## src/hdl/ctrlPkg.sv

```systemverilog
`default_nettype none

package ctrlPkg;

    typedef logic [5:0] opcodeT;
    typedef logic [5:0] functT;
    typedef logic [2:0] aluOpT;
    typedef logic [1:0] loadSizeT;

    // instruction opcodes
    localparam opcodeT opRType = 6'h00;
    localparam opcodeT opJ     = 6'h02;
    localparam opcodeT opBeq   = 6'h04;
    localparam opcodeT opBne   = 6'h05;
    localparam opcodeT opBle   = 6'h06;
    localparam opcodeT opBgt   = 6'h07;
    localparam opcodeT opAddi  = 6'h08;
    localparam opcodeT opAddiu = 6'h09;
    localparam opcodeT opLw    = 6'h23;
    localparam opcodeT opSw    = 6'h2b;

    // R-format function codes
    localparam functT fnJr   = 6'h08;
    localparam functT fnMfhi = 6'h10;
    localparam functT fnMflo = 6'h12;
    localparam functT fnMult = 6'h18;
    localparam functT fnDiv  = 6'h1a;
    localparam functT fnAdd  = 6'h20;
    localparam functT fnSub  = 6'h22;
    localparam functT fnAnd  = 6'h24;
    localparam functT fnSlt  = 6'h2a;

    localparam aluOpT aluPass = 3'd0; // A straight through
    localparam aluOpT aluAdd  = 3'd1;
    localparam aluOpT aluSub  = 3'd2;
    localparam aluOpT aluAnd  = 3'd3;
    localparam aluOpT aluCmp  = 3'd7; // sets et/gt/lt

    localparam loadSizeT loadWord = 2'd1;
    localparam loadSizeT loadByte = 2'd3;

    typedef enum logic [3:0] {
        clsAluRd, clsAluRt, clsSlt, clsJr, clsJump,
        clsBeq, clsBne, clsBle, clsBgt,
        clsLoad, clsStore, clsMult, clsDiv, clsMfhi, clsMflo,
        clsIllegal
    } instrClassT;

    typedef enum logic [6:0] {
        fetch1, fetch2, fetch3, decode1, decode2, execute,
        aluToRd, aluToRt, branchResolve,
        load1, load2, load3, store1, store2, store3, store4,
        multWait, multDone, divWait, divDone,
        exc1, exc2, excWait1, excWait2, excWait3, done
    } ctrlStateT;

    typedef enum logic [1:0] {
        excNone, excIllegal, excOverflow, excDivZero
    } excCauseT;

    typedef struct packed {
        logic overflow;
        logic et;
        logic gt;
        logic lt;
        logic multStop;
        logic divStop;
        logic divZero;
    } flagsT;

    typedef struct packed {
        logic       memWrite;
        logic       pcWrite;
        logic       irWrite;
        logic       regWrite;
        logic       abWrite;
        logic       hiloWrite;
        logic       aluOutWrite;
        logic       epcWrite;
        aluOpT      aluOp;
        logic       multStart;
        logic       divStart;
        loadSizeT   loadSize;
        logic [2:0] regDst;
        logic [3:0] memToReg;
        logic [2:0] pcSource;
        logic [1:0] aluSrcA;
        logic [1:0] aluSrcB;
        logic       hiloSelect;
        logic [2:0] iorD;
    } ctrlWordT;

endpackage

`default_nettype wire

```

## src/hdl/ctrlSequencer.sv

```systemverilog
`timescale 1ns/1ps
`default_nettype none

module ctrlSequencer (
    input  logic                clk,
    input  logic                reset,
    input  ctrlPkg::instrClassT instrClass,
    input  logic                overflowTrap,
    input  ctrlPkg::flagsT      flags,
    output ctrlPkg::ctrlStateT  nextState,
    output ctrlPkg::excCauseT   excCause
);

    ctrlPkg::ctrlStateT state;
    ctrlPkg::excCauseT  excNext;
    logic               aluTrap;

    // ALU result is on the flags during execute, before any write-back
    assign aluTrap = flags.overflow && overflowTrap;

    always_comb begin
        nextState = state; // waits hold here
        excNext   = ctrlPkg::excNone;
        case (state)
            ctrlPkg::fetch1:  nextState = ctrlPkg::fetch2;
            ctrlPkg::fetch2:  nextState = ctrlPkg::fetch3;
            ctrlPkg::fetch3:  nextState = ctrlPkg::decode1;
            ctrlPkg::decode1: nextState = ctrlPkg::decode2;
            ctrlPkg::decode2: nextState = ctrlPkg::execute;
            ctrlPkg::execute: begin
                case (instrClass)
                    ctrlPkg::clsAluRd: begin
                        nextState = aluTrap ? ctrlPkg::exc1 : ctrlPkg::aluToRd;
                        excNext   = ctrlPkg::excOverflow;
                    end
                    ctrlPkg::clsAluRt: begin
                        nextState = aluTrap ? ctrlPkg::exc1 : ctrlPkg::aluToRt;
                        excNext   = ctrlPkg::excOverflow;
                    end
                    ctrlPkg::clsSlt, ctrlPkg::clsJr, ctrlPkg::clsJump,
                    ctrlPkg::clsMfhi, ctrlPkg::clsMflo: begin
                        nextState = ctrlPkg::done; // single-step instructions
                    end
                    ctrlPkg::clsBeq, ctrlPkg::clsBne,
                    ctrlPkg::clsBle, ctrlPkg::clsBgt: begin
                        nextState = ctrlPkg::branchResolve;
                    end
                    ctrlPkg::clsLoad:  nextState = ctrlPkg::load1;
                    ctrlPkg::clsStore: nextState = ctrlPkg::store1;
                    ctrlPkg::clsMult:  nextState = ctrlPkg::multWait;
                    ctrlPkg::clsDiv:   nextState = ctrlPkg::divWait;
                    default: begin
                        nextState = ctrlPkg::exc1;
                        excNext   = ctrlPkg::excIllegal;
                    end
                endcase
            end
            ctrlPkg::load1:  nextState = ctrlPkg::load2;
            ctrlPkg::load2:  nextState = ctrlPkg::load3;
            ctrlPkg::store1: nextState = ctrlPkg::store2;
            ctrlPkg::store2: nextState = ctrlPkg::store3;
            ctrlPkg::store3: nextState = ctrlPkg::store4;
            ctrlPkg::multWait: begin
                if (flags.multStop) begin
                    nextState = ctrlPkg::multDone;
                end
            end
            ctrlPkg::divWait: begin
                if (flags.divZero) begin
                    nextState = ctrlPkg::exc1;
                    excNext   = ctrlPkg::excDivZero;
                end else if (flags.divStop) begin
                    nextState = ctrlPkg::divDone;
                end
            end
            ctrlPkg::exc1: nextState = ctrlPkg::exc2;
            ctrlPkg::exc2: begin
                // the divide path already spent a cycle in divWait
                if (excCause == ctrlPkg::excDivZero) begin
                    nextState = ctrlPkg::excWait2;
                end else begin
                    nextState = ctrlPkg::excWait1;
                end
            end
            ctrlPkg::excWait1: nextState = ctrlPkg::excWait2;
            ctrlPkg::excWait2: nextState = ctrlPkg::excWait3;
            ctrlPkg::aluToRd, ctrlPkg::aluToRt, ctrlPkg::branchResolve,
            ctrlPkg::load3, ctrlPkg::store4, ctrlPkg::multDone,
            ctrlPkg::divDone, ctrlPkg::excWait3: begin
                nextState = ctrlPkg::done;
            end
            default: nextState = ctrlPkg::fetch1; // done and unused codes
        endcase
    end

    always_ff @(posedge clk) begin
        if (reset) begin
            state    <= ctrlPkg::fetch1;
            excCause <= ctrlPkg::excNone;
        end else begin
            state <= nextState;
            if (nextState == ctrlPkg::done) begin
                excCause <= ctrlPkg::excNone;
            end else if (nextState == ctrlPkg::exc1) begin
                excCause <= excNext; // latched on the way into exc1
            end
        end
    end

endmodule

`default_nettype wire

```

## src/hdl/ctrlUnit.sv

```systemverilog
`timescale 1ns/1ps
`default_nettype none

module ctrlUnit (
    input  logic              clk,
    input  logic              reset,
    input  ctrlPkg::flagsT    flags,
    input  ctrlPkg::opcodeT   opcode,
    input  ctrlPkg::functT    funct,
    output ctrlPkg::ctrlWordT ctrl
);

    ctrlPkg::instrClassT instrClass;
    ctrlPkg::aluOpT      aluOp;
    logic                overflowTrap;
    ctrlPkg::ctrlStateT  nextState;
    ctrlPkg::excCauseT   excCause;

    instrDecoder decoder (
        .opcode       (opcode),
        .funct        (funct),
        .instrClass   (instrClass),
        .aluOp        (aluOp),
        .overflowTrap (overflowTrap)
    );

    ctrlSequencer sequencer (
        .clk          (clk),
        .reset        (reset),
        .instrClass   (instrClass),
        .overflowTrap (overflowTrap),
        .flags        (flags),
        .nextState    (nextState),
        .excCause     (excCause)
    );

    // word register advances on the same edge as the state register
    ctrlWordGen wordGen (
        .clk        (clk),
        .reset      (reset),
        .nextState  (nextState),
        .instrClass (instrClass),
        .aluOp      (aluOp),
        .excCause   (excCause),
        .flags      (flags),
        .ctrl       (ctrl)
    );

endmodule

`default_nettype wire

```

## src/hdl/ctrlWordGen.sv

```systemverilog
`timescale 1ns/1ps
`default_nettype none

module ctrlWordGen (
    input  logic                clk,
    input  logic                reset,
    input  ctrlPkg::ctrlStateT  nextState,
    input  ctrlPkg::instrClassT instrClass,
    input  ctrlPkg::aluOpT      aluOp,
    input  ctrlPkg::excCauseT   excCause,
    input  ctrlPkg::flagsT      flags,
    output ctrlPkg::ctrlWordT   ctrl
);

    ctrlPkg::ctrlStateT curState; // state the current word belongs to
    ctrlPkg::ctrlWordT  word;
    logic               taken;
    logic [2:0]         vectorSel;

    always_comb begin
        case (instrClass)
            ctrlPkg::clsBeq: taken = flags.et;
            ctrlPkg::clsBne: taken = !flags.et;
            ctrlPkg::clsBle: taken = !flags.gt;
            ctrlPkg::clsBgt: taken = flags.gt;
            default:         taken = 1'b0;
        endcase
    end

    always_comb begin
        case (excCause)
            ctrlPkg::excIllegal:  vectorSel = 3'd3;
            ctrlPkg::excOverflow: vectorSel = 3'd4;
            ctrlPkg::excDivZero:  vectorSel = 3'd5;
            default:              vectorSel = 3'd0;
        endcase
    end

    always_comb begin
        word = ctrl; // unassigned fields hold
        case (nextState)
            ctrlPkg::fetch1: begin
                word.iorD     = 3'd0; // read at pc
                word.memWrite = 1'b0;
            end
            ctrlPkg::fetch2: begin
                word.aluSrcA  = 2'd0;
                word.aluSrcB  = 2'd1; // pc + 4
                word.aluOp    = ctrlPkg::aluAdd;
                word.pcSource = 3'd1;
                word.pcWrite  = 1'b1;
            end
            ctrlPkg::fetch3: begin
                word.pcWrite = 1'b0;
                word.irWrite = 1'b1;
            end
            ctrlPkg::decode1: begin
                word.irWrite     = 1'b0;
                word.aluSrcA     = 2'd0;
                word.aluSrcB     = 2'd3; // branch target
                word.aluOp       = ctrlPkg::aluAdd;
                word.aluOutWrite = 1'b1;
            end
            ctrlPkg::decode2: begin
                word.abWrite     = 1'b1;
                word.aluOutWrite = 1'b0;
            end
            ctrlPkg::execute: begin
                word.abWrite = 1'b0;
                word.aluOp   = aluOp;
                word.aluSrcA = 2'd1;
                case (instrClass)
                    ctrlPkg::clsAluRd: begin
                        word.aluSrcB     = 2'd0;
                        word.aluOutWrite = 1'b1;
                    end
                    ctrlPkg::clsAluRt, ctrlPkg::clsLoad, ctrlPkg::clsStore: begin
                        word.aluSrcB     = 2'd2; // sign-extended immediate
                        word.aluOutWrite = 1'b1;
                    end
                    ctrlPkg::clsSlt: begin
                        word.aluSrcB  = 2'd0;
                        word.regDst   = 3'd1;
                        word.memToReg = 4'd4;
                        word.regWrite = 1'b1;
                    end
                    ctrlPkg::clsJr: begin
                        word.pcSource = 3'd1;
                        word.pcWrite  = 1'b1;
                    end
                    ctrlPkg::clsJump: begin
                        word.pcSource = 3'd3;
                        word.pcWrite  = 1'b1;
                    end
                    ctrlPkg::clsBeq, ctrlPkg::clsBne,
                    ctrlPkg::clsBle, ctrlPkg::clsBgt: begin
                        word.aluSrcB = 2'd0;
                    end
                    ctrlPkg::clsMfhi, ctrlPkg::clsMflo: begin
                        word.memToReg = (instrClass == ctrlPkg::clsMfhi) ? 4'd2 : 4'd3;
                        word.regDst   = 3'd1;
                        word.regWrite = 1'b1;
                    end
                    default: ;
                endcase
            end
            ctrlPkg::aluToRd, ctrlPkg::aluToRt: begin
                word.aluOutWrite = 1'b0;
                word.regDst      = (nextState == ctrlPkg::aluToRd) ? 3'd1 : 3'd0;
                word.memToReg    = 4'd0;
                word.regWrite    = 1'b1;
            end
            ctrlPkg::branchResolve: begin
                if (taken) begin
                    word.pcSource = 3'd2;
                    word.pcWrite  = 1'b1;
                end
            end
            ctrlPkg::load1, ctrlPkg::store1: begin
                word.aluOutWrite = 1'b0;
                word.iorD        = 3'd2; // address from ALUOut
            end
            ctrlPkg::load3: begin
                word.loadSize = ctrlPkg::loadWord;
                word.memToReg = 4'd1;
                word.regDst   = 3'd0;
                word.regWrite = 1'b1;
            end
            ctrlPkg::store4: word.memWrite = 1'b1;
            // one-cycle start pulse on entry from execute
            ctrlPkg::multWait: word.multStart = (curState == ctrlPkg::execute);
            ctrlPkg::divWait:  word.divStart = (curState == ctrlPkg::execute);
            ctrlPkg::multDone, ctrlPkg::divDone: begin
                word.multStart  = 1'b0;
                word.divStart   = 1'b0;
                word.hiloSelect = (nextState == ctrlPkg::divDone);
                word.hiloWrite  = 1'b1;
            end
            ctrlPkg::exc1: begin
                word.divStart = 1'b0;
                word.aluSrcA  = 2'd0;
                word.aluSrcB  = 2'd1; // pc - 4 into EPC
                word.aluOp    = ctrlPkg::aluSub;
                word.epcWrite = 1'b1;
            end
            ctrlPkg::exc2: begin
                word.epcWrite = 1'b0;
                word.memWrite = 1'b0;
                word.iorD     = vectorSel;
            end
            ctrlPkg::excWait3: begin
                word.loadSize = ctrlPkg::loadByte; // handler address byte
                word.pcSource = 3'd0;
                word.pcWrite  = 1'b1;
            end
            ctrlPkg::done: word = '0;
            default: ; // load2, store2-3, excWait1-2 just wait
        endcase
    end

    always_ff @(posedge clk) begin
        if (reset) begin
            ctrl     <= '0;
            curState <= ctrlPkg::fetch1;
        end else begin
            ctrl     <= word;
            curState <= nextState;
        end
    end

endmodule

`default_nettype wire

```

## src/hdl/instrDecoder.sv

```systemverilog
`timescale 1ns/1ps
`default_nettype none

module instrDecoder (
    input  ctrlPkg::opcodeT     opcode,
    input  ctrlPkg::functT      funct,
    output ctrlPkg::instrClassT instrClass,
    output ctrlPkg::aluOpT      aluOp,
    output logic                overflowTrap
);

    always_comb begin
        instrClass   = ctrlPkg::clsIllegal; // unknown opcode or funct
        aluOp        = ctrlPkg::aluPass;
        overflowTrap = 1'b0;
        case (opcode)
            ctrlPkg::opRType: begin
                case (funct)
                    ctrlPkg::fnAdd: begin
                        instrClass   = ctrlPkg::clsAluRd;
                        aluOp        = ctrlPkg::aluAdd;
                        overflowTrap = 1'b1;
                    end
                    ctrlPkg::fnSub: begin
                        instrClass   = ctrlPkg::clsAluRd;
                        aluOp        = ctrlPkg::aluSub;
                        overflowTrap = 1'b1;
                    end
                    ctrlPkg::fnAnd: begin
                        instrClass = ctrlPkg::clsAluRd;
                        aluOp      = ctrlPkg::aluAnd;
                    end
                    ctrlPkg::fnSlt: begin
                        instrClass = ctrlPkg::clsSlt;
                        aluOp      = ctrlPkg::aluCmp;
                    end
                    ctrlPkg::fnJr:   instrClass = ctrlPkg::clsJr; // pass rs to pc
                    ctrlPkg::fnMult: instrClass = ctrlPkg::clsMult;
                    ctrlPkg::fnDiv:  instrClass = ctrlPkg::clsDiv;
                    ctrlPkg::fnMfhi: instrClass = ctrlPkg::clsMfhi;
                    ctrlPkg::fnMflo: instrClass = ctrlPkg::clsMflo;
                    default: ;
                endcase
            end
            ctrlPkg::opAddi: begin
                instrClass   = ctrlPkg::clsAluRt;
                aluOp        = ctrlPkg::aluAdd;
                overflowTrap = 1'b1;
            end
            ctrlPkg::opAddiu: begin
                instrClass = ctrlPkg::clsAluRt; // unsigned add never traps
                aluOp      = ctrlPkg::aluAdd;
            end
            ctrlPkg::opBeq: begin
                instrClass = ctrlPkg::clsBeq;
                aluOp      = ctrlPkg::aluCmp;
            end
            ctrlPkg::opBne: begin
                instrClass = ctrlPkg::clsBne;
                aluOp      = ctrlPkg::aluCmp;
            end
            ctrlPkg::opBle: begin
                instrClass = ctrlPkg::clsBle;
                aluOp      = ctrlPkg::aluCmp;
            end
            ctrlPkg::opBgt: begin
                instrClass = ctrlPkg::clsBgt;
                aluOp      = ctrlPkg::aluCmp;
            end
            ctrlPkg::opLw: begin
                instrClass = ctrlPkg::clsLoad;
                aluOp      = ctrlPkg::aluAdd; // base + offset
            end
            ctrlPkg::opSw: begin
                instrClass = ctrlPkg::clsStore;
                aluOp      = ctrlPkg::aluAdd;
            end
            ctrlPkg::opJ: instrClass = ctrlPkg::clsJump;
            default: ;
        endcase
    end

endmodule

`default_nettype wire

```

## config.mk

```make
export PLATFORM = sky130hd
export DESIGN_NAME = ctrlUnit
export DESIGN_NICKNAME = d
export VERILOG_FILES = /design/src/hdl/ctrlPkg.sv /design/src/hdl/ctrlSequencer.sv /design/src/hdl/ctrlUnit.sv /design/src/hdl/ctrlWordGen.sv /design/src/hdl/instrDecoder.sv
export SDC_FILE = /design/constraint.sdc
export NUM_CORES = 1
export LEC_CHECK = 0
export ABC_AREA = 1
export CORE_ASPECT_RATIO = 1.2
export CORE_MARGIN = 8
export CORE_UTILIZATION = 64
export CTS_BUF_LIST = sky130_fd_sc_hd__clkbuf_16
export DETAILED_ROUTE_END_ITERATION = 8
export DONT_BUFFER_PORTS = 1
export PLACE_DENSITY_LB_ADDON = 0.25
export SYNTH_ARGS = -nofsm -noshare
export SYNTH_HDL_FRONTEND = slang
export SYNTH_SLANG_ARGS = --single-unit
```

## constraint.sdc

```tcl
create_clock -name clk -period 2.6 [get_ports clk]
set_input_delay 0.26 -clock clk [delete_from_list [all_inputs] [get_ports clk]]
set_output_delay 0.26 -clock clk [all_outputs]
set_load 0.01 [all_outputs]
```

==> results.cfg <==
[place]
buffer_ports.inserted = 0
place_area_um2 = 3060
dp_hpwl_um = 6417
place_ws_ns = -0.07825
place_inst = 543
gp_congestion = 0.9452

[clocking]
cts.clk_slew.worst_paths_ns = 0.06
tritoncts = built
cts_sinks = 37
h-tree-depth = 2
clkLatencyLatePin_ns = 0.29
hold_buffers = 0
cts_buffers = 5
root_buffer = clkbuf_16
clockBufferDepth = 2

[layout]
antenna_cells = 0
seq_area_um2 = 752.0
final_cell_area_um2 = 3455
multiInputGateArea_um2 = 1827
nFillCells = 304
drive_above_1_share = 0.2988
instances_no_fill = 558
area_delta_synth_final_pct = 25.79
final_nets = 522

[yosys]
syn_area_per_cell_um2 = 6.063
netlist_instances = 453
synth-simple-area-share = 0.4856
synthAdderAreaFrac = 0
ys_ff_latch = 37
syn_area_um2 = 2746
synth_compound_area_frac = 0.1162
synthXorXnorAreaFrac = 0
yosysWarnings = 0
synth_top_family_by_area = simple AND/OR/NAND/NOR gates
synthDistinctLibCells = 36
yosysSeqAreaShare = 0.2697
synthMuxAreaShare = 0

[setup_path]
crit_fanout = 8
crit_type = flip-flop to flip-flop
start_kind = flip-flop
cpPeakStageDelay_ns = 0.40
path_delay_family = simple AND/OR/NAND/NOR gates
crit_top_cell = buf_4
cp.arrival_ns = 2.86
path_buf_inv = 4
path_cells = nor2_1 > inv_2 > nor4_4 > or2_1 > nor2_1 > nand2_1 > nor4_2 > buf_4 > nand2_4 > nand2_4 > nor2_4 > buf_4 > o21ai_1 > buf_4 > nand4_1 > a21oi_1
cp_slowest_cell = dfxtp_4
worst-r2r-setup-slack_ns = -0.06
end_kind = flip-flop
cp_data_required_time_ns = 2.80

[hold_path]
hold_class = primary input to flip-flop

[timing]
finalHoldViolations = 0
finalMaxSlewViolations = 0
period_needed_ns = 2.657
clock.fmax_mhz = 376.3
clock_skew_ns = 0.004249
rsz0062_at_grt = yes
final-setup-viol-count = 1
post-route-period-util = 1.022
worst_slack_ns = -0.05728

[floorplan]
coreArea_um2 = 4197
std_cell_rows = 26
initial_core_util = 0.6544
die_w_um = 75.80
pin_count = 54
fp.dieH_um = 87.76
dieArea_um2 = 6652

[pwr]
comb_power_share = 0.137
swShare = 0.2652
peakVddDrop_mv = 0.3595
cellPowerDensity_nw_per_um2 = 432.0
p_int_uw = 1097
p_switching_uw = 395.7
seqPwrFrac = 0.393
p_leak_uw = 0.001750
finalPower_uw = 1492
p_clk_frac = 0.470

[run_status]
status = finished with violations
violations = negative setup slack

[grt]
grt.total_usage = 0.2583
antenna_found_initial = 0
grt_max_degree = 20
grt_pass1_vias = 3040
grt_pass1_wl_um = 13240
gr-total-overflow = 0

[routing]
vias = 3182
drt-pass1-iter-count = 5
wl_um = 8909
ant_nets = 0
drc_errors = 0
viasPerCell = 5.703
wl_per_cell_um = 15.97
drt_iter0_markers = 237

[job]
cap_violations = 0
==> final timing paths <==
path	startpoint	to	depth (start not counted)
worst max-delay path	sequencer.state[0]$_SDFF_PP0_	wordGen.ctrl[26]$_SDFFE_PP0P_	16
worst min register to register	sequencer.excCause[1]$_SDFFE_PP0P_	wordGen.ctrl[2]$_SDFFE_PP0P_	2
worst max register to register	sequencer.state[0]$_SDFF_PP0_	wordGen.ctrl[26]$_SDFFE_PP0P_	16
worst min-delay path	reset	wordGen.ctrl[0]$_SDFFE_PP0P_	1
==> state kept, by name, summed over array words and instances, names as in the netlist <==
register,cells
sequencer.state,7
sequencer.excCause,2
wordGen.ctrl,28
==> per-layer routing <==
metal  vias up  GRT usage  share of wire  routed length [µm]
met5         -          0              0                   0
met4         0     0.1489          0.053                 470
met3        52    0.05956          0.079                 702
met2       152     0.4782           0.52                4631
met1      1463     0.2480           0.35                3104
li1       1515          -              -                   -
==> cell usage after synthesis, drive strengths merged <==
library cell / instances / area (µm²)
nand2: 112 / 475.5
nor2: 101 / 476.7
inv: 75 / 281.5
nand3: 40 / 255.3
dfxtp: 37 / 740.7
a21oi: 20 / 107.6
o21ai: 19 / 95.09
nor3: 9 / 45.04
nor4: 8 / 50.05
buf: 6 / 48.80
clkbuf: 4 / 15.01
nand4: 4 / 25.02
o22ai: 3 / 18.77
a21boi: 2 / 18.77
o211ai: 2 / 15.01
a211oi: 1 / 7.510
a22o: 1 / 8.760
a31oi: 1 / 6.260
a32oi: 1 / 8.760
a41oi: 1 / 8.760
clkinv: 1 / 3.750
conb: 1 / 3.750
o21a: 1 / 7.510
o21bai: 1 / 7.510
o221ai: 1 / 8.760
or2: 1 / 6.260
==> cell type report <==
| class | instances | share of cell area |
|---|---|---|
| multi-input combinational | 336 | 0.5288 |
| sequential | 37 | 0.2177 |
| timing repair buffer | 45 | 0.1025 |
| inverter | 76 | 0.08258 |
| clock buffer | 5 | 0.03622 |
| tap | 56 | 0.02028 |
| clock inverter | 3 | 0.01195 |
==> power by group through the flow <==
| stage | clock, µW | combinational [µW] | sequential [µW] |
|---|---|---|---|
| floorplan | 0 | 152 | 596 |
| global placement | 0 | 183 | 600 |
| detailed placement | 0 | 188 | 600 |
| CTS | 691 | 190 | 588 |
| global route | 716 | 225 | 587 |
| finish | 701 | 205 | 587 |
==> layout by cell type, fill, tap and decap left out, drive strengths merged, types with 3 or more instances in the layout <==
cell type and count:
o21ai 19, nor2 101, nand3 40, inv 75, nand2 112, nand4 4, dfxtp 37, a21oi 20
nor4 8, buf 45, clkbuf 5, conb 7, o22ai 3, nor3 9
==> cells by family (layout without fill, tap and decap cells) <==
logic type | count (synthesis) | count (layout)
AO/OA/AOI/OAI | 54 | 54
buffers and inverters | 86 | 129
flip-flops | 37 | 37
other | 1 | 7
AND/OR/NAND/NOR | 275 | 275
==> worst reg2reg max path: stages (launching register included) <==
cell and delay (ns):
dfxtp_4 0.40, nor2_1 0.08, inv_2 0.11, nor4_4 0.05, or2_1 0.26, nor2_1 0.14
nand2_1 0.09, nor4_2 0.31, buf_4 0.18, nand2_4 0.06, nand2_4 0.08, nor2_4 0.05
buf_4 0.14, o21ai_1 0.12, buf_4 0.16, nand4_1 0.11, a21oi_1 0.22
==> stage by stage <==
| stage | utilization | TNS [ns] | hold WS (ns) |
|---|---|---|---|
| 4_1_cts | 0.7689 | 0 | 0.03909 |
| 6_report | 0.8232 | -0.05728 | 0.02974 |
| 2_1_floorplan | - | 0 | 0.4455 |
| 3_3_place_gp | 0.7293 | 0 | 0.3333 |
| 5_1_grt | 0.8232 | -0.8754 | 0.03124 |
| 3_5_place_dp | 0.7293 | -0.2047 | 0.3337 |
==> repair_timing <==
action,in CTS,in global routing
endpoints found under the setup margin,0,30
buffers inserted,0,7
gates resized for setup,0,47
Note: power is estimated with default switching activity, not from simulation.
